[src/hw/tlu_consts.svh]
`ifndef TLU_CONSTS_SVH
`define TLU_CONSTS_SVH

// wishbone slave
`define TLU_WB_ADR_W 4
`define TLU_WB_DAT_W 8

// trigger number, trigger counter and timestamp
`define TLU_NUM_W 32

// clock-cycle field, 0 selects 32 bits
`define TLU_CYC_W 5

// CMD_CLK periods per TLU clock period
`define TLU_DIVISOR 16

`define TLU_SYNC_STAGES 3

// synchronizer channels
`define TLU_NUM_INPUTS 4
`define TLU_CH_RJ45_TRIG 0
`define TLU_CH_LEMO_TRIG 1
`define TLU_CH_RJ45_RST 2
`define TLU_CH_LEMO_RST 3

`endif

[src/hw/tlu_mode_pkg.sv]
`default_nettype none

package tlu_mode_pkg;

    // TLU operating modes as written to the control register
    typedef enum logic [1:0] {
        // RJ45 disabled, no handshake
        TLU_MODE_LEMO_ONLY = 2'b00,
        TLU_MODE_NO_HS     = 2'b01,
        // busy until the trigger drops
        TLU_MODE_SIMPLE_HS = 2'b10,
        // busy plus trigger number readout
        TLU_MODE_DATA_HS   = 2'b11
    } tlu_mode_t;

    // handshake FSM
    typedef enum logic [2:0] {
        ST_IDLE     = 3'd0,
        ST_START    = 3'd1,
        ST_WAIT_LOW = 3'd2,
        ST_SHIFT    = 3'd3,
        ST_DONE     = 3'd4
    } tlu_state_t;

endpackage

`default_nettype wire

[src/hw/tlu_regmap_pkg.sv]
`default_nettype none

package tlu_regmap_pkg;

    // byte addresses of the wishbone register block
    typedef enum logic [3:0] {
        REG_CTRL       = 4'd0,
        REG_CLK_CYCLES = 4'd1,
        // last TLU trigger number, read only
        REG_TLU_NUM_0  = 4'd4,
        REG_TLU_NUM_1  = 4'd5,
        REG_TLU_NUM_2  = 4'd6,
        REG_TLU_NUM_3  = 4'd7,
        // trigger counter, byte 3 loads the word
        REG_TRIG_CNT_0 = 4'd8,
        REG_TRIG_CNT_1 = 4'd9,
        REG_TRIG_CNT_2 = 4'd10,
        REG_TRIG_CNT_3 = 4'd11
    } tlu_reg_addr_t;

endpackage

`default_nettype wire

[src/hw/tlu_input_sync.sv]
`default_nettype none
`timescale 1ns/100ps

`include "tlu_consts.svh"

module tlu_input_sync
(
    input  wire  clk,
    input  wire  rst,
    input  wire  async_in,
    output logic level,
    output logic rise
);

    logic [`TLU_SYNC_STAGES-1:0] chain;
    logic                        level_dly;

    // metastability chain, last stage is the clean level
    always_ff @(posedge clk)
    begin
        if (rst)
        begin
            chain     <= '0;
            level_dly <= 1'b0;
        end
        else
        begin
            chain     <= {chain[`TLU_SYNC_STAGES-2:0], async_in};
            level_dly <= chain[`TLU_SYNC_STAGES-1];
        end
    end

    assign level = chain[`TLU_SYNC_STAGES-1];

    // one cycle flag on the first high cycle
    assign rise = chain[`TLU_SYNC_STAGES-1] & ~level_dly;

endmodule

`default_nettype wire

[src/hw/tlu_port_select.sv]
`default_nettype none
`timescale 1ns/100ps

`include "tlu_consts.svh"

module tlu_port_select import tlu_mode_pkg::*;
(
    input  wire                        clk,
    input  wire                        rst,
    input  wire tlu_mode_t             mode,
    input  wire [`TLU_NUM_INPUTS-1:0]  sync_level,
    input  wire [`TLU_NUM_INPUTS-1:0]  sync_rise,
    output logic                       rj45_enabled,
    output logic                       trig_level,
    output logic                       trig_rise,
    output logic                       rst_rise
);

    logic rj45_unplugged;

    // an open RJ45 jack pulls both lines high
    assign rj45_unplugged = sync_level[`TLU_CH_RJ45_TRIG] & sync_level[`TLU_CH_RJ45_RST];

    always_ff @(posedge clk)
    begin
        if (rst)
            rj45_enabled <= 1'b0;
        else if (mode == TLU_MODE_LEMO_ONLY || (rj45_unplugged && !rj45_enabled))
            rj45_enabled <= 1'b0;
        else
            rj45_enabled <= 1'b1;
    end

    assign trig_level = rj45_enabled ? sync_level[`TLU_CH_RJ45_TRIG]
                                     : sync_level[`TLU_CH_LEMO_TRIG];
    assign trig_rise  = rj45_enabled ? sync_rise[`TLU_CH_RJ45_TRIG]
                                     : sync_rise[`TLU_CH_LEMO_TRIG];
    assign rst_rise   = rj45_enabled ? sync_rise[`TLU_CH_RJ45_RST]
                                     : sync_rise[`TLU_CH_LEMO_RST];

endmodule

`default_nettype wire

[src/hw/tlu_handshake_fsm.sv]
`default_nettype none
`timescale 1ns/100ps

`include "tlu_consts.svh"

module tlu_handshake_fsm import tlu_mode_pkg::*;
(
    input  wire                    clk,
    input  wire                    rst,
    input  wire tlu_mode_t         mode,
    input  wire [`TLU_CYC_W-1:0]   clk_cycles,
    input  wire                    cmd_ready,
    input  wire                    trig_level,
    input  wire                    trig_rise,
    output logic                   start_flag,
    output logic                   tlu_busy,
    output logic                   tlu_clock,
    output logic                   tlu_num_valid,
    output logic [`TLU_NUM_W-1:0]  tlu_num
);

    localparam int HALF_PERIOD = `TLU_DIVISOR / 2;
    localparam int DIV_W       = $clog2(HALF_PERIOD);

    tlu_state_t             state;
    tlu_state_t             state_nxt;
    logic [DIV_W-1:0]       div_cnt;
    logic                   div_tick;
    logic [`TLU_CYC_W-1:0]  bit_cnt;
    logic [`TLU_CYC_W-1:0]  last_bit;
    logic                   sample;
    logic [`TLU_NUM_W-1:0]  shreg;

    assign div_tick = (div_cnt == DIV_W'(HALF_PERIOD - 1));
    // wraps so that clk_cycles of 0 ends after bit 31
    assign last_bit = clk_cycles - 1'b1;
    // falling edge of the TLU clock
    assign sample   = div_tick & tlu_clock;

    always_comb
    begin
        state_nxt = state;
        case (state)
            ST_IDLE:
                if (trig_rise && cmd_ready)
                    state_nxt = ST_START;
            ST_START:
                if (mode == TLU_MODE_SIMPLE_HS)
                    state_nxt = ST_WAIT_LOW;
                else if (mode == TLU_MODE_DATA_HS)
                    state_nxt = ST_SHIFT;
                else
                    state_nxt = ST_IDLE;
            ST_SHIFT:
                if (sample && bit_cnt == last_bit)
                    state_nxt = ST_DONE;
            ST_DONE:
                state_nxt = ST_WAIT_LOW;
            ST_WAIT_LOW:
                if (!trig_level)
                    state_nxt = ST_IDLE;
            default:
                state_nxt = ST_IDLE;
        endcase
    end

    always_ff @(posedge clk)
    begin
        if (rst)
            state <= ST_IDLE;
        else
            state <= state_nxt;
    end

    // divided TLU clock, only runs while shifting
    always_ff @(posedge clk)
    begin
        if (rst || state != ST_SHIFT)
        begin
            div_cnt   <= '0;
            tlu_clock <= 1'b0;
            bit_cnt   <= '0;
        end
        else
        begin
            div_cnt <= div_tick ? '0 : div_cnt + 1'b1;
            if (div_tick)
                tlu_clock <= ~tlu_clock;
            if (sample)
                bit_cnt <= bit_cnt + 1'b1;
        end
    end

    // LSB arrives first, upper bits stay zero
    always_ff @(posedge clk)
    begin
        if (state == ST_START)
            shreg <= '0;
        else if (state == ST_SHIFT && sample)
            shreg[bit_cnt] <= trig_level;
    end

    assign start_flag    = (state == ST_START);
    assign tlu_num_valid = (state == ST_DONE);
    assign tlu_num       = shreg;

    // busy only in the handshake modes
    assign tlu_busy = (state == ST_SHIFT) || (state == ST_DONE) || (state == ST_WAIT_LOW)
                      || (state == ST_START && (mode == TLU_MODE_SIMPLE_HS
                                                || mode == TLU_MODE_DATA_HS));

endmodule

`default_nettype wire

[src/hw/tlu_registers.sv]
`default_nettype none
`timescale 1ns/100ps

`include "tlu_consts.svh"

module tlu_registers import tlu_mode_pkg::*; import tlu_regmap_pkg::*;
(
    input  wire                       clk,
    input  wire                       rst,
    input  wire [`TLU_WB_ADR_W-1:0]   wb_adr,
    input  wire [`TLU_WB_DAT_W-1:0]   wb_dat_w,
    output logic [`TLU_WB_DAT_W-1:0]  wb_dat_r,
    input  wire                       wb_we,
    input  wire                       wb_cyc,
    input  wire                       wb_stb,
    output logic                      wb_ack,
    input  wire                       start_flag,
    input  wire                       cmd_ext_start_enable,
    input  wire                       rst_rise,
    input  wire                       tlu_num_valid,
    input  wire [`TLU_NUM_W-1:0]      tlu_num,
    output tlu_mode_t                 mode,
    output logic [`TLU_CYC_W-1:0]     clk_cycles,
    output logic [`TLU_NUM_W-1:0]     timestamp
);

    localparam int HI_W = `TLU_NUM_W - `TLU_WB_DAT_W;

    tlu_reg_addr_t          addr;
    logic                   wb_req;
    logic                   wr_req;
    logic                   rd_req;
    logic                   enable_reset;
    logic                   tlu_rst;
    logic [HI_W-1:0]        cnt_stage;
    logic [`TLU_NUM_W-1:0]  trig_cnt;
    logic [`TLU_NUM_W-1:0]  tlu_num_reg;
    // upper three bytes, frozen by a read of byte 0
    logic [HI_W-1:0]        tlu_snap;
    logic [HI_W-1:0]        cnt_snap;

    assign addr    = tlu_reg_addr_t'(wb_adr);
    assign wb_req  = wb_cyc & wb_stb & ~wb_ack;
    assign wr_req  = wb_req & wb_we;
    assign rd_req  = wb_req & ~wb_we;
    assign tlu_rst = rst_rise & enable_reset;

    // ack and configuration
    always_ff @(posedge clk)
    begin
        if (rst)
        begin
            wb_ack       <= 1'b0;
            mode         <= TLU_MODE_LEMO_ONLY;
            enable_reset <= 1'b0;
            clk_cycles   <= '0;
            cnt_stage    <= '0;
        end
        else
        begin
            wb_ack <= wb_req;
            if (wr_req)
            begin
                case (addr)
                    REG_CTRL:
                    begin
                        mode         <= tlu_mode_t'(wb_dat_w[1:0]);
                        enable_reset <= wb_dat_w[2];
                    end
                    REG_CLK_CYCLES: clk_cycles <= wb_dat_w[`TLU_CYC_W-1:0];
                    REG_TRIG_CNT_0: cnt_stage[7:0] <= wb_dat_w;
                    REG_TRIG_CNT_1: cnt_stage[15:8] <= wb_dat_w;
                    REG_TRIG_CNT_2: cnt_stage[23:16] <= wb_dat_w;
                    default: ;
                endcase
            end
        end
    end

    // saturating trigger counter
    always_ff @(posedge clk)
    begin
        if (rst || tlu_rst)
            trig_cnt <= '0;
        else if (wr_req && addr == REG_TRIG_CNT_3)
            trig_cnt <= {wb_dat_w, cnt_stage};
        else if (start_flag && cmd_ext_start_enable && trig_cnt != '1)
            trig_cnt <= trig_cnt + 1'b1;
    end

    always_ff @(posedge clk)
    begin
        if (rst || tlu_rst)
            timestamp <= '0;
        else
            timestamp <= timestamp + 1'b1;
    end

    always_ff @(posedge clk)
    begin
        if (rst)
        begin
            tlu_num_reg <= '0;
            tlu_snap    <= '0;
            cnt_snap    <= '0;
        end
        else
        begin
            if (tlu_num_valid)
                tlu_num_reg <= tlu_num;
            if (rd_req && addr == REG_TLU_NUM_0)
                tlu_snap <= tlu_num_reg[`TLU_NUM_W-1:`TLU_WB_DAT_W];
            if (rd_req && addr == REG_TRIG_CNT_0)
                cnt_snap <= trig_cnt[`TLU_NUM_W-1:`TLU_WB_DAT_W];
        end
    end

    // read data lands together with ack
    always_ff @(posedge clk)
    begin
        if (rd_req)
        begin
            case (addr)
                REG_CTRL:       wb_dat_r <= {{(`TLU_WB_DAT_W-3){1'b0}}, enable_reset, mode};
                REG_CLK_CYCLES: wb_dat_r <= {{(`TLU_WB_DAT_W-`TLU_CYC_W){1'b0}}, clk_cycles};
                REG_TLU_NUM_0:  wb_dat_r <= tlu_num_reg[7:0];
                REG_TLU_NUM_1:  wb_dat_r <= tlu_snap[7:0];
                REG_TLU_NUM_2:  wb_dat_r <= tlu_snap[15:8];
                REG_TLU_NUM_3:  wb_dat_r <= tlu_snap[23:16];
                REG_TRIG_CNT_0: wb_dat_r <= trig_cnt[7:0];
                REG_TRIG_CNT_1: wb_dat_r <= cnt_snap[7:0];
                REG_TRIG_CNT_2: wb_dat_r <= cnt_snap[15:8];
                REG_TRIG_CNT_3: wb_dat_r <= cnt_snap[23:16];
                default:        wb_dat_r <= '0;
            endcase
        end
    end

endmodule

`default_nettype wire

[src/hw/tlu_controller_top.sv]
`default_nettype none
`timescale 1ns/100ps

`include "tlu_consts.svh"

module tlu_controller_top import tlu_mode_pkg::*;
(
    input  wire                       CMD_CLK,
    input  wire                       RST,
    input  wire [`TLU_WB_ADR_W-1:0]   wb_adr,
    input  wire [`TLU_WB_DAT_W-1:0]   wb_dat_w,
    output logic [`TLU_WB_DAT_W-1:0]  wb_dat_r,
    input  wire                       wb_we,
    input  wire                       wb_cyc,
    input  wire                       wb_stb,
    output logic                      wb_ack,
    input  wire                       rj45_trigger,
    input  wire                       lemo_trigger,
    input  wire                       rj45_reset,
    input  wire                       lemo_reset,
    input  wire                       cmd_ready,
    input  wire                       cmd_ext_start_enable,
    output logic                      cmd_ext_start_flag,
    output logic                      tlu_busy,
    output logic                      tlu_clock,
    output logic                      rj45_enabled,
    output logic [`TLU_NUM_W-1:0]     timestamp
);

    wire [`TLU_NUM_INPUTS-1:0]  async_in;
    wire [`TLU_NUM_INPUTS-1:0]  sync_level;
    wire [`TLU_NUM_INPUTS-1:0]  sync_rise;
    wire                        trig_level;
    wire                        trig_rise;
    wire                        rst_rise;
    wire tlu_mode_t             mode;
    wire [`TLU_CYC_W-1:0]       clk_cycles;
    wire                        tlu_num_valid;
    wire [`TLU_NUM_W-1:0]       tlu_num;

    // channel order as in the consts header
    assign async_in[`TLU_CH_RJ45_TRIG] = rj45_trigger;
    assign async_in[`TLU_CH_LEMO_TRIG] = lemo_trigger;
    assign async_in[`TLU_CH_RJ45_RST]  = rj45_reset;
    assign async_in[`TLU_CH_LEMO_RST]  = lemo_reset;

    genvar i;
    generate
        for (i = 0; i < `TLU_NUM_INPUTS; i++)
        begin : g_sync
            tlu_input_sync input_sync_inst (
                .clk      (CMD_CLK),
                .rst      (RST),
                .async_in (async_in[i]),
                .level    (sync_level[i]),
                .rise     (sync_rise[i])
            );
        end
    endgenerate

    tlu_port_select port_select_inst (
        .clk          (CMD_CLK),
        .rst          (RST),
        .mode         (mode),
        .sync_level   (sync_level),
        .sync_rise    (sync_rise),
        .rj45_enabled (rj45_enabled),
        .trig_level   (trig_level),
        .trig_rise    (trig_rise),
        .rst_rise     (rst_rise)
    );

    tlu_handshake_fsm handshake_fsm_inst (
        .clk           (CMD_CLK),
        .rst           (RST),
        .mode          (mode),
        .clk_cycles    (clk_cycles),
        .cmd_ready     (cmd_ready),
        .trig_level    (trig_level),
        .trig_rise     (trig_rise),
        .start_flag    (cmd_ext_start_flag),
        .tlu_busy      (tlu_busy),
        .tlu_clock     (tlu_clock),
        .tlu_num_valid (tlu_num_valid),
        .tlu_num       (tlu_num)
    );

    tlu_registers registers_inst (
        .clk                  (CMD_CLK),
        .rst                  (RST),
        .wb_adr               (wb_adr),
        .wb_dat_w             (wb_dat_w),
        .wb_dat_r             (wb_dat_r),
        .wb_we                (wb_we),
        .wb_cyc               (wb_cyc),
        .wb_stb               (wb_stb),
        .wb_ack               (wb_ack),
        .start_flag           (cmd_ext_start_flag),
        .cmd_ext_start_enable (cmd_ext_start_enable),
        .rst_rise             (rst_rise),
        .tlu_num_valid        (tlu_num_valid),
        .tlu_num              (tlu_num),
        .mode                 (mode),
        .clk_cycles           (clk_cycles),
        .timestamp            (timestamp)
    );

endmodule

`default_nettype wire

[config.mk]
export PLATFORM = sky130hd
export DESIGN_NAME = tlu_controller_top
export DESIGN_NICKNAME = d
export VERILOG_FILES = /design/src/hw/tlu_mode_pkg.sv /design/src/hw/tlu_regmap_pkg.sv /design/src/hw/tlu_input_sync.sv /design/src/hw/tlu_port_select.sv /design/src/hw/tlu_handshake_fsm.sv /design/src/hw/tlu_registers.sv /design/src/hw/tlu_controller_top.sv
export VERILOG_INCLUDE_DIRS = /design/src /design/src/hw
export SDC_FILE = /design/constraint.sdc
export NUM_CORES = 1
export LEC_CHECK = 0
export BUFFER_PORTS_ARGS = -buffer_cell sky130_fd_sc_hd__clkbuf_2
export CAP_MARGIN = 10
export CORE_ASPECT_RATIO = 0.6
export CORE_MARGIN = 1.5
export CORE_UTILIZATION = 30
export DETAILED_ROUTE_END_ITERATION = 8
export PLACE_DENSITY = 0.42
export SLEW_MARGIN = 20
export SYNTH_ARGS = -nofsm -noshare
export SYNTH_HDL_FRONTEND = slang
export SYNTH_SLANG_ARGS = --single-unit
[constraint.sdc]
create_clock -name CMD_CLK -period 5.55 [get_ports CMD_CLK]
set_input_delay 0.2775 -clock CMD_CLK [delete_from_list [all_inputs] [get_ports CMD_CLK]]
set_output_delay 0.2775 -clock CMD_CLK [all_outputs]
set_load 0.02 [all_outputs]
Word level (Yosys, flattened, before mapping)
Cells that the tools add are included.

storage, ports and cells
  flip-flop bits (word level) = 246
  input port bits = 23

cells by class
  add/subtract/negate cells = 5
  equal/unequal tests = 22
  reduce and logical (&&, ||, !) cells = 30
  bitwise gates (word level) = 18
  muxes and demuxes = 16
  order comparisons = 2

operator list
  kind                                                                                  count
  8-bit one-hot mux with 10 select lines                                                1
  32-bit by 1-bit adder with 32-bit output (second input constant)                      2
  32-bit 2-to-1 mux                                                                     2
  32-bit bitwise mux                                                                    1
  32-bit != test (second input constant)                                                1
  4-bit by 3-bit equality test with 1-bit output (second input constant)                4
  4-bit equality test (second input constant)                                           4
  3-bit one-hot mux with 5 select lines                                                 1
  3-bit 2-to-1 mux                                                                      4
  1-bit bitwise AND                                                                     11
  1-bit logical AND                                                                     11
  2-bit AND reduction                                                                   5
  1-bit logical OR                                                                      7
  1-bit inverter                                                                        7
  3-bit by 2-bit equality test with 1-bit output (second input constant)                2
  3-bit equality test (second input constant)                                           2
  5-bit by 6-bit < comparator with 1-bit output (second input constant)                 1
  5-bit by 1-bit adder with 5-bit output (second input constant)                        1
  1-bit demux with 5-bit select                                                         1
  5-bit equality test                                                                   1
  5-bit by 1-bit greater-or-equal comparator with 1-bit output (second input constant)  1
  1-bit 2-to-1 mux                                                                      5
  5-bit by 1-bit subtractor with 5-bit output (second input constant)                   1
  2-bit equality test (second input constant)                                           2
  14 further kinds                                                                      15

Logic depth before layout (Yosys ltp)
Gate-level depths: netlist (run 1).

  word-level depth = 6
  mapped depth = 10

By module
From an unflattened synthesis (run 1), not the netlist that was laid out.

unflattened totals
  cells, all modules = 1248
  area total of the unflattened synthesis = 10920.5 um2

by module, submodules not included
  module             cells each  area each (um2)  times used
  tlu_registers      949         8131.5           1
  tlu_handshake_fsm  256         2267.2           1
  tlu_input_sync     9           111.4            4
  tlu_port_select    7           76.3             1

Least setup slack after synthesis (run 1)
Ideal clock, no wire load.

  path type = reg-to-reg
  start point = register registers_inst.trig_cnt[0]
  end point = register registers_inst.trig_cnt[23]
  data arrival time = 2.311 ns
  period minus slack after synthesis = 2.385 ns
  buffers on the path = 3
  setup time = 0.074 ns
  required time = 5.476 ns
  cell stages (with the launch flop) = 10
  setup slack = 3.165 ns
  cells stage by stage = dfxtp_1 -> ha_1 -> nand3_1 -> or4_1 -> clkbuf_1 -> o31ai_4 -> buf_2 -> buf_2 -> o21ai_0 -> a31oi_1

between the ends
  longest elaborated chain between the ends = 3

ends and longest elaborated chain
  item                                                                        line                                      text
  from (decl)                                                                 tlu_registers.sv:36                       logic [`TLU_NUM_W-1:0] trig_cnt;
  from (signal assigned)                                                      tlu_registers.sv:86                       trig_cnt <= {wb_dat_w, cnt_stage};
  from (signal assigned)                                                      tlu_registers.sv:88                       trig_cnt <= trig_cnt + 1'b1;
  32-bit by 1-bit adder with 32-bit output or 32-bit != test (tied branches)  tlu_registers.sv:88, tlu_registers.sv:87
  32-bit 2-to-1 mux or 1-bit logical AND (tied branches)                      tlu_registers.sv:87                       else if (start_flag && cmd_ext_start_enable && trig_cnt != '1)
  32-bit 2-to-1 mux or 2-bit nonzero test (tied branches)                     n/a

Several ways; a longest one is shown, not always the timed one. The select of a mux whose other input is x is not followed.
A chain may end at the register's enable or synchronous reset.

Worst setup path in the final report (run 1)
  start point = register registers_inst.trig_cnt[0]
  end point = register registers_inst.trig_cnt[16]

The elaborated chain is that of the path after synthesis.

==> key figures, run 1 <==
Run status
  – Status: finished clean

Final layout
  – Layout Nets: 1354
  – Area growth, synth to finish: 14.5%
  – Post-route insts no fill: 1807
  – # diodes: 0
  – Multi-input gate area: 5350 um2
  – Fraction of layout cells with a size suffix above 1: 10.1%
  – FF+latch area: 5000 um2
  – Fill cells: 3697
  – Final core utilization: 35.0%

STA
  – RSZ-0062 raised after global routing: false
  – Hold WS: 0.0888 ns
  – Worst slew pin tran: 1.17 ns
  – Slew HR: 21.2%
  – Slew Viols, Final: 0
  – Final cycle utilization of the critical path: 55.7%
  – Endpoints failing setup: 0
  – Final hold violations: 0
  – Maximum clock frequency: 324 MHz
  – Final Skew: 0.0107 ns
  – Setup TNS: 0 ns
  – Min Tclk post-route: 3.09 ns

Worst setup path
  – Largest stage delay, worst path: 1.05 ns
  – CP bufs+invs: 0
  – Crit-path cells: ha_1, nand3_1, nor4_1, o211ai_1, or3_1, a31oi_1
  – Worst EP required: 6.02 ns
  – CP top delay family: simple AND/OR/NAND/NOR gates
  – Worst Setup End Kind: flop
  – WP data arrival: 3.56 ns
  – R2R Setup Slk: 2.46 ns
  – Crit path max-delay cell type: nor4_1
  – Worst-path fanout max: 8
  – CP startpoint kind: flop
  – Critical Setup Path Class: flop to flop

Synthesis
  – Syn Inst Count: 1306
  – Register area share after synthesis: 46.5%
  – Post-synth top area cell: dfxtp_1
  – Syn Std Cell Area: 10800 um2
  – Yosys warning total: 0
  – Top cells by area, synth: dfxtp_1, nand2_1, a21oi_1
  – Top_reg_cell synth: dfxtp_1
  – Synth unique cells: 65
  – Synth top area share: 44.3%
  – Post-synth EDFFs: 8
  – Mapped Avg Cell Area: 8.24 um2
  – Count leader, synth: dfxtp_1
  – Synth top cells by count: dfxtp_1, nand2_1, nor2_1
  – Net Count, Synth: 1338
  – Yosys reg bits: 246
  – Async set or reset register ratio after synthesis: 0%

Power
  – Lkg Pwr: 4.21 nW
  – Max VDD drop: 198 uV
  – Total power draw: 3.70 mW
  – Pwr Density: 300 nW/um2

Floorplan
  – Die Y: 150 um
  – DIE WIDTH: 247 um
  – Boundary pin count: 68
  – Starting Density: 30.6%
  – Die area: 37000 um2
  – Area of the core: 35100 um2
  – Row count: 53

Placement
  – HPWL Detailed: 24300 um
  – Placed Cells: 1757
  – Routability cong.: 0.863
  – Port Buffer Count: 67

Routing
  – Via density: 5.20
  – Total Routed Length: 34600 um
  – Antenna-violating nets left: 0
  – Vias: 9388
  – Routed wire length per instance: 19.1 um
  – Post-detailed-route DRC marker count: 0
  – Drt pass-1 iters: 6
  – Initial drt markers: 804

Worst hold path
  – Tightest Hold Check Type: input pin to flop

Global route
  – Initial antenna violation count: 1
  – Largest net degree at the start of global routing: 83
  – Tot GR Track Use: 18.6%
  – First-pass GRT wire length: 52600 um
  – Via count of the first global-routing pass: 8481
  – Grt ovf: 0

Clock tree
  – Hold Buf Count CTS: 4
  – Clk sinks: 246
  – CTS clock-pin slew for the worst setup and hold paths: 0.06 ns
  – CTS Buffer Depth: 3
  – CTS root buffer: clkbuf_16
  – Total CTS buffers: 26
  – CTS tree: done
  – Setup Buffers After CTS: 0
  – Cts repair resizes: 0
  – Clock Latency Late Sink: 0.55 ns
  – Htree depth: 1

Flow run
  – Max-Cap Viols: 0
[power by group]
| group | internal [mW] | switching (mW) | leakage [nW] |
|---|---|---|---|
| registers | 1.79 | 0.00984 | 1.99 |
| clock network | 1.03 | 0.753 | 0.422 |
| logic | 0.0309 | 0.0889 | 1.79 |
| total | 2.85 | 0.851 | 4.21 |
[cells in the final DEF, fill, tap and decap left out, types with 26 or more instances in the layout]
cell | synthesis | final
a21oi_1 | 124 | 124
clkbuf_16 | 0 | 27
clkbuf_2 | 0 | 66
dfxtp_1 | 238 | 238
mux2i_1 | 47 | 47
nand2_1 | 224 | 224
nand3_1 | 39 | 39
nor2_1 | 133 | 133
nor3_1 | 49 | 47
o21ai_0 | 42 | 42
xnor2_1 | 26 | 26
[routing by layer]
layer	GRT usage (%)	part of all wire (%)	vias to the layer above
met3	4.02	7.4	36
met1	32.0	57	4507
li1	-	-	4598
met2	22.1	35	247
met5	0	0	-
met4	3.00	1.3	0
[worst paths after layout]
check / depth (start not counted) / startpoint / to
min: 3 / wb_dat_w[5] / registers_inst.cnt_stage[5]$_SDFFE_PP0P_
max: 6 / registers_inst.trig_cnt[0]$_SDFFE_PP0P_ / registers_inst.trig_cnt[16]$_SDFFE_PP0P_
min reg2reg: 1 / g_sync[0].input_sync_inst.chain[0]$_SDFF_PP0_ / g_sync[0].input_sync_inst.chain[1]$_SDFF_PP0_
max reg2reg: 6 / registers_inst.trig_cnt[0]$_SDFFE_PP0P_ / registers_inst.trig_cnt[16]$_SDFFE_PP0P_
[logic make-up (layout without fill, tap and decap cells)]
family / count (synthesis) / after routing / synth area share, %
AO/OA/AOI/OAI: 253 / 253 / 14.2
XOR/XNOR: 42 / 42 / 3.42
adder cells (fa/ha/maj): 9 / 9 / 1.05
buffers and inverters: 113 / 147 / 3.99
flip-flops: 246 / 246 / 46.5
multiplexers: 51 / 51 / 4.79
AND/OR/NAND/NOR: 592 / 592 / 26.0
[layout make-up]
type                       instances  share of cell area (%)
sequential                       246                    40.6
clock buffer                      30                    5.66
clock inverter                    16                    1.24
inverter                          20                   0.610
timing repair buffer              81                    3.68
multi-input combinational        947                    43.4
tap                              467                    4.74
[worst reg2reg max path: stages (launching register included)]
cell and delay (ns):
dfxtp_1 0.44, ha_1 0.23, nand3_1 0.24, nor4_1 1.05, o211ai_1 0.47, or3_1 0.43, a31oi_1 0.17
[through the flow]
step | cell area, um2 | setup slack (ns)
floorplan | 10800 | 3.17
global placement | 11400 | 2.66
detailed placement | 11400 | 2.66
CTS | 12300 | 2.62
global route | 12300 | 2.35
finish | 12300 | 2.46
Note: power is estimated with default switching activity, not from simulation.
==> inputs of run 2 (changes only) <==
--- a/config.mk
+++ b/config.mk
@@ -12,7 +12,7 @@
 export CORE_MARGIN = 1.5
 export CORE_UTILIZATION = 30
 export DETAILED_ROUTE_END_ITERATION = 8
-export PLACE_DENSITY = 0.42
+export PLACE_DENSITY = 0.44
 export SLEW_MARGIN = 20
 export SYNTH_ARGS = -nofsm -noshare
 export SYNTH_HDL_FRONTEND = slang
==> constraint.sdc (replaced) <==
create_clock -name CMD_CLK -period 2.8 [get_ports CMD_CLK]
set_input_delay 0.14 -clock CMD_CLK [delete_from_list [all_inputs] [get_ports CMD_CLK]]
set_output_delay 0.14 -clock CMD_CLK [all_outputs]
set_load 0.02 [all_outputs]
==> run 2 against run 1 <==
  * Die area did not move
  * Sequential share of layout area fell by 1.4 points
  * Maximum frequency rose by 16%
  * Critical path depth fell by 1
  * Global-route usage rose by 0.16 points
  * Core utilization rose by 1.3 points
  * Cell count rose by 2.9%
  * Total power rose by 100%
  * Register-to-register slack got worse by 2.3 ns
  * Sequential power rose by 98%
  * Wire length barely moved
  * Sequential cell count did not move
  * Critical endpoint is now registers_inst.trig_cnt[27]$_SDFFE_PP0P_
  * Largest power group is now clock
==> key figures, run 2 (synthesis results as in run 1) <==
Clock tree
  – CTS tree: done
  – Total CTS buffers: 26 (unchanged)
  – CTS Buffer Depth: 3 (unchanged)
  – Clock Latency Late Sink: 0.54 ns (about the same)
  – CTS root buffer: clkbuf_16
  – Htree depth: 1 (unchanged)
  – Clk sinks: 246 (unchanged)
  – Setup Buffers After CTS: 0 (unchanged)
  – CTS clock-pin slew for the worst setup and hold paths: 0.07 ns (about the same)
  – Cts repair resizes: 0 (unchanged)

Worst setup path
  – Largest stage delay, worst path: 0.73 ns (-0.32 ns)
  – Critical Setup Path Class: flop to flop
  – Crit path max-delay cell type: or4_1
  – Crit-path cells: nand4_4, or4_1, or3_4, or4b_1, o211ai_1
  – CP bufs+invs: 0 (unchanged)
  – Start point of the critical path: registers_inst.trig_cnt[4]$_SDFFE_PP0P_
  – Worst reg2reg startpoint: registers_inst.trig_cnt[4]$_SDFFE_PP0P_
  – CP top delay family: simple AND/OR/NAND/NOR gates
  – Worst Setup End Kind: flop
  – Worst-path fanout max: 8 (unchanged)
  – Worst EP required: 3.26 ns (-2.76 ns)
  – CP startpoint kind: flop
  – WP data arrival: 3.13 ns (-0.43 ns)

Global route
  – Largest net degree at the start of global routing: 72 (-13%)
  – Met1 global-route usage: 31.0% (-1.0 points)
  – GR Util met2: 22.7% (+0.66 points)
  – Grt ovf: 0 (unchanged)
  – Initial antenna violation count: 1 (unchanged)
  – Global-route met3 utilization: 5.54% (+1.5 points)
  – Gr busiest metal: met1
  – Tot GR Track Use: 18.7% (+0.16 points)
  – Via count of the first global-routing pass: 8851 (+4.4%)
  – First-pass GRT wire length: 53300 um (+1.3%)

STA
  – Final Skew: 0.0153 ns (+0.00458 ns)
  – Worst slew pin tran: 0.769 ns (-0.402 ns)
  – RSZ-0062 raised after global routing: false
  – Slew HR: 48.7% (+28 points)
  – Final cycle utilization of the critical path: 95.4% (+40 points)
  – Maximum clock frequency: 375 MHz (+16%)
  – Final worst setup slack: 0.130 ns (-2.33 ns)
  – Min Tclk post-route: 2.67 ns (-0.419 ns)
  – Final hold violations: 0 (unchanged)
  – Slew Viols, Final: 0 (unchanged)
  – Setup TNS: 0 ns (unchanged)
  – Endpoints failing setup: 0 (unchanged)

Power
  – Lkg Pwr: 4.48 nW (+6.4%)
  – Internal power: 5.74 mW (+100%)
  – Power share of the clock group: 48.6% (+0.3 points)
  – Total power draw: 7.43 mW (+100%)
  – Pwr Density: 582 nW/um2 (+94%)
  – Max VDD drop: 413 uV (+110%)
  – Sequential share of power: 47.8% (-0.7 points)
  – NetSw: 1.69 mW (+99%)
  – Combinational Power Share: 3.6% (+0.4 points)
  – Switching part of the total: 22.7% (-0.27 points)

Floorplan
  – Die Y: 150 um (unchanged)
  – Boundary pin count: 68 (unchanged)
  – Area of the core: 35100 um2 (unchanged)
  – Die area: 37000 um2 (unchanged)
  – DIE WIDTH: 247 um (unchanged)
  – Starting Density: 30.6% (unchanged)
  – Row count: 53 (unchanged)

Routing
  – Routed wire length per instance: 18.6 um (-2.8%)
  – Via density: 5.14 (-1.1%)
  – Post-detailed-route DRC marker count: 0 (unchanged)
  – Drt pass-1 iters: 5 (-1)
  – Total Routed Length: 34600 um (about the same)
  – Vias: 9560 (+1.8%)
  – Initial drt markers: 753 (-6.3%)
  – Antenna-violating nets left: 0 (unchanged)

Final layout
  – Most common cell after layout, fill and taps aside: dfxtp_1
  – Area growth, synth to finish: 18.7%
  – Commonest cells after routing, fill and taps aside: dfxtp_1, nand2_1, nor2_1
  – Layout Nets: 1406 (+3.8%)
  – Fraction of layout cells with a size suffix above 1: 12.8% (+2.6 points)
  – # diodes: 0 (unchanged)
  – Final core utilization: 36.3% (+1.3 points)

Placement
  – Routability cong.: 0.881 (+2.1%)
  – HPWL Detailed: 25000 um (+2.9%)
  – Port Buffer Count: 67 (unchanged)
  – Dpl ws: 0.196 ns (-2.46 ns)

Worst hold path
  – Tightest Hold Check Type: input pin to flop
  – Hold Crit Start: wb_dat_w[2]

Run status
  – Status: finished clean

Flow run
  – Max-Cap Viols: 0 (unchanged)
[run 2: final cells by class]
class | count | area, um2
fillers | 3703 | 22400
multi-input cells | 947 | 5330
flip-flops and latches | 246 | 5000
repair buffers | 133 | 888
clock buffers | 42 | 835
well taps | 467 | 584
inverters | 20 | 75.1
clock inverters | 5 | 50.0
[run 2: worst paths after layout]
kind                            slack [ns]                                        to  cells after the start
worst min-delay path                  0.02  registers_inst.enable_reset$_SDFFE_PP0P_                      3
worst min register to register        0.43  handshake_fsm_inst.div_cnt[0]$_SDFF_PP0_                      1
worst max register to register        0.13  registers_inst.trig_cnt[27]$_SDFFE_PP0P_                      5
worst max-delay path                  0.13  registers_inst.trig_cnt[27]$_SDFFE_PP0P_                      5
[run 2: power by group through the flow]
| stage | logic (mW) | registers (mW) | clock network, mW |
|---|---|---|---|
| after floorplan | 0.129 | 3.64 | 0 |
| after global placement | 0.250 | 3.63 | 0 |
| after detailed placement | 0.250 | 3.63 | 0 |
| after CTS | 0.264 | 3.55 | 3.69 |
| after global routing | 0.287 | 3.56 | 3.86 |
| final | 0.265 | 3.56 | 3.61 |
[run 2: worst register-to-register path, delay by kind of cell, from the launching register on]
family | cells | cell delay (ns)
AOI/OAI and AO/OA | 1 | 0.17
and+or+nand+nor | 4 | 1.89
DFF | 1 | 0.52
[run 2: metrics by stage]
stage	hold WS (ns)	instance area [um2]	instances
CTS	0.00288	12800	1860
floorplan	0.268	10800	1306
global route	0.0370	12800	1860
global placement	0.359	11800	1801
detailed placement	0.357	11800	1801
finish	0.0166	12800	1860
[run 2: what timing repair did]
item | CTS | global route
endpoints found under the hold margin | 22 | 0
setup endpoints to repair | 0 | 0
hold buffers | 12 | 0
[run 2: per-layer routing]
metal | routed length, um | share of wire, %
met4 | 435 | 1.3
met5 | 0 | 0
met3 | 2960 | 8.6
met2 | 12200 | 35
met1 | 19000 | 55
==> inputs of run 3 (changes only) <==
--- a/config.mk
+++ b/config.mk
@@ -12,7 +12,7 @@
 export CORE_MARGIN = 1.5
 export CORE_UTILIZATION = 30
 export DETAILED_ROUTE_END_ITERATION = 8
-export PLACE_DENSITY = 0.44
+export PLACE_DENSITY_LB_ADDON = 0.1
 export SLEW_MARGIN = 20
 export SYNTH_ARGS = -nofsm -noshare
 export SYNTH_HDL_FRONTEND = slang
==> run 3 against run 2 <==
  * First-iteration DRC count decreased by 9.2%
  * Clock-buffer cell count decreased by 2
  * Non-clock buffer count decreased by 2
  * Register-to-register slack improved by 0.06 ns
  * Cell count about the same
  * Worst hold slack improved by 0.0037 ns
  * Critical path depth increased by 1
  * Clock power decreased by 3%
  * Largest cell class unchanged
  * Highest routed layer unchanged
==> key figures, run 3 (synthesis results as in run 1) <==
Run status
  – Status: finished clean

Final layout
  – Post-route insts no fill: 1859 (-0.054%)
  – Layout Nets: 1404 (-0.14%)
  – Area growth, synth to finish: 18.1%
  – Fraction of layout cells with a size suffix above 1: 12.9% (+0.081 points)
  – Commonest cells after routing, fill and taps aside: dfxtp_1, nand2_1, nor2_1
  – Most common cell after layout, fill and taps aside: dfxtp_1
  – Final core utilization: 36.1% (-0.19 points)
  – # diodes: 0 (unchanged)

STA
  – Maximum clock frequency: 383 MHz (+2.2%)
  – Worst slew pin tran: 1.05 ns (+0.283 ns)
  – Setup TNS: 0 ns (unchanged)
  – Final cycle utilization of the critical path: 93.3% (-2.1 points)
  – Endpoints failing setup: 0 (unchanged)
  – Final Skew: 0.00777 ns (-0.00755 ns)
  – Min Tclk post-route: 2.61 ns (-0.0575 ns)
  – Slew HR: 29.8% (-19 points)
  – RSZ-0062 raised after global routing: false
  – Slew Viols, Final: 0 (unchanged)
  – Final hold violations: 0 (unchanged)

Clock tree
  – Htree depth: 1 (unchanged)
  – CTS clock-pin slew for the worst setup and hold paths: 0.06 ns (about the same)
  – Clock Latency Late Sink: 0.54 ns (about the same)
  – Clk sinks: 246 (unchanged)
  – Setup Buffers After CTS: 0 (unchanged)
  – CTS tree: done
  – CTS root buffer: clkbuf_16
  – CTS Buffer Depth: 3 (unchanged)
  – Total CTS buffers: 26 (unchanged)

Worst setup path
  – WP data arrival: 3.08 ns (-0.05 ns)
  – Worst EP required: 3.27 ns (about the same)
  – Critical Setup Path Class: flop to flop
  – Worst Setup End Kind: flop
  – Worst-path fanout max: 8 (unchanged)
  – CP startpoint kind: flop

Placement
  – Routability cong.: 0.880 (-0.22%)
  – Placed Cells: 1803 (+0.11%)
  – Port Buffer Count: 67 (unchanged)
  – HPWL Detailed: 25500 um (+2.0%)

Power
  – Total power draw: 7.33 mW (-1.4%)
  – Sequential share of power: 48.5% (+0.7 points)
  – Lkg Pwr: 4.44 nW (-0.84%)
  – Internal power: 5.63 mW (-2.0%)
  – Combinational Power Share: 3.6% (about the same)
  – Pwr Density: 577 nW/um2 (-0.94%)
  – NetSw: 1.70 mW (+0.46%)
  – Power share of the clock group: 47.9% (-0.7 points)
  – Max VDD drop: 392 uV (-5.2%)
  – Switching part of the total: 23.2% (+0.44 points)

Routing
  – Vias: 9563 (+0.031%)
  – Top sig layer: met4
  – Via density: 5.14 (about the same)
  – Drt pass-1 iters: 5 (unchanged)
  – Met3 wire len: 2550 um (-14%)
  – Met2 WL post-DR: 12500 um (+2.5%)
  – Met1 Routed Length: 19900 um (+5.1%)
  – Antenna-violating nets left: 0 (unchanged)
  – Routed wire length per instance: 19.0 um (+2.3%)
  – Total Routed Length: 35300 um (+2.2%)
  – Post-detailed-route DRC marker count: 0 (unchanged)
  – Initial drt markers: 684 (-9.2%)

Floorplan
  – Starting Density: 30.6% (unchanged)
  – Die Y: 150 um (unchanged)
  – Boundary pin count: 68 (unchanged)
  – Row count: 53 (unchanged)
  – Area of the core: 35100 um2 (unchanged)
  – Die area: 37000 um2 (unchanged)
  – DIE WIDTH: 247 um (unchanged)

Global route
  – First-pass GRT wire length: 54200 um (+1.6%)
  – Largest net degree at the start of global routing: 105 (+46%)
  – Initial antenna violation count: 1 (unchanged)
  – Via count of the first global-routing pass: 8678 (-2.0%)
  – Tot GR Track Use: 19.1% (+0.39 points)
  – Grt ovf: 0 (unchanged)

Flow run
  – Max-Cap Viols: 0 (unchanged)

Worst hold path
  – Tightest Hold Check Type: input pin to flop
[run 3: metal layers]
layer | track usage, % | vias up
met3 | 4.61 | 25
met1 | 32.6 | 4587
li1 | - | 4708
met2 | 23.1 | 243
met5 | 0 | -
met4 | 2.42 | 0
[run 3: metrics by stage]
stage	setup slack, ns	hold WS, ns	area [um2]
after global routing	0.0492	0.0255	12700
after CTS	0.248	0.00123	12700
after global placement	0.255	0.364	11800
after detailed placement	0.281	0.361	11800
after floorplan	0.415	0.268	10800
final	0.187	0.0203	12700
[run 3: final cells by class]
cell class                 count  area [um2]
clock buffer                  40         744
clock inverter                 8        92.6
fill                        3715       22400
inverter                      20        75.1
multi-input combinational    947        5340
sequential                   246        5000
tap                          467         584
timing repair buffer         131         863
[run 3: timing repair]
action | 4_1_cts | 5_1_grt
setup endpoints to repair | 0 | 0
gates resized for setup | 0 | 0
hold endpoints to repair | 11 | 0
hold buffers | 8 | 0
[run 3: path summary, 6_finish.rpt]
kind / start / end / slack [ns] / cells after the start
max: registers_inst.trig_cnt[5]$_SDFFE_PP0P_ / registers_inst.trig_cnt[29]$_SDFFE_PP0P_ / 0.19 / 6
min: RST / registers_inst.clk_cycles[4]$_SDFFE_PP0P_ / 0.02 / 2
max reg2reg: registers_inst.trig_cnt[5]$_SDFFE_PP0P_ / registers_inst.trig_cnt[29]$_SDFFE_PP0P_ / 0.19 / 6
min reg2reg: handshake_fsm_inst.div_cnt[0]$_SDFF_PP0_ / handshake_fsm_inst.div_cnt[0]$_SDFF_PP0_ / 0.43 / 1
[run 3: critical path, stage by stage (launching register included)]
cell and delay (ns):
dfxtp_1 0.51, nand4_4 0.20, or4_1 0.65, buf_4 0.21, nor4_1 0.32, or4b_1 0.47
a31oi_1 0.17
[run 3: power groups by stage]
| stage | clock (mW) | combinational [mW] | sequential [mW] |
|---|---|---|---|
| final | 3.51 | 0.262 | 3.56 |
| after global routing | 3.76 | 0.284 | 3.56 |
| after CTS | 3.61 | 0.261 | 3.55 |
| after detailed placement | 0 | 0.251 | 3.63 |
| after global placement | 0 | 0.252 | 3.63 |
| after floorplan | 0 | 0.129 | 3.64 |
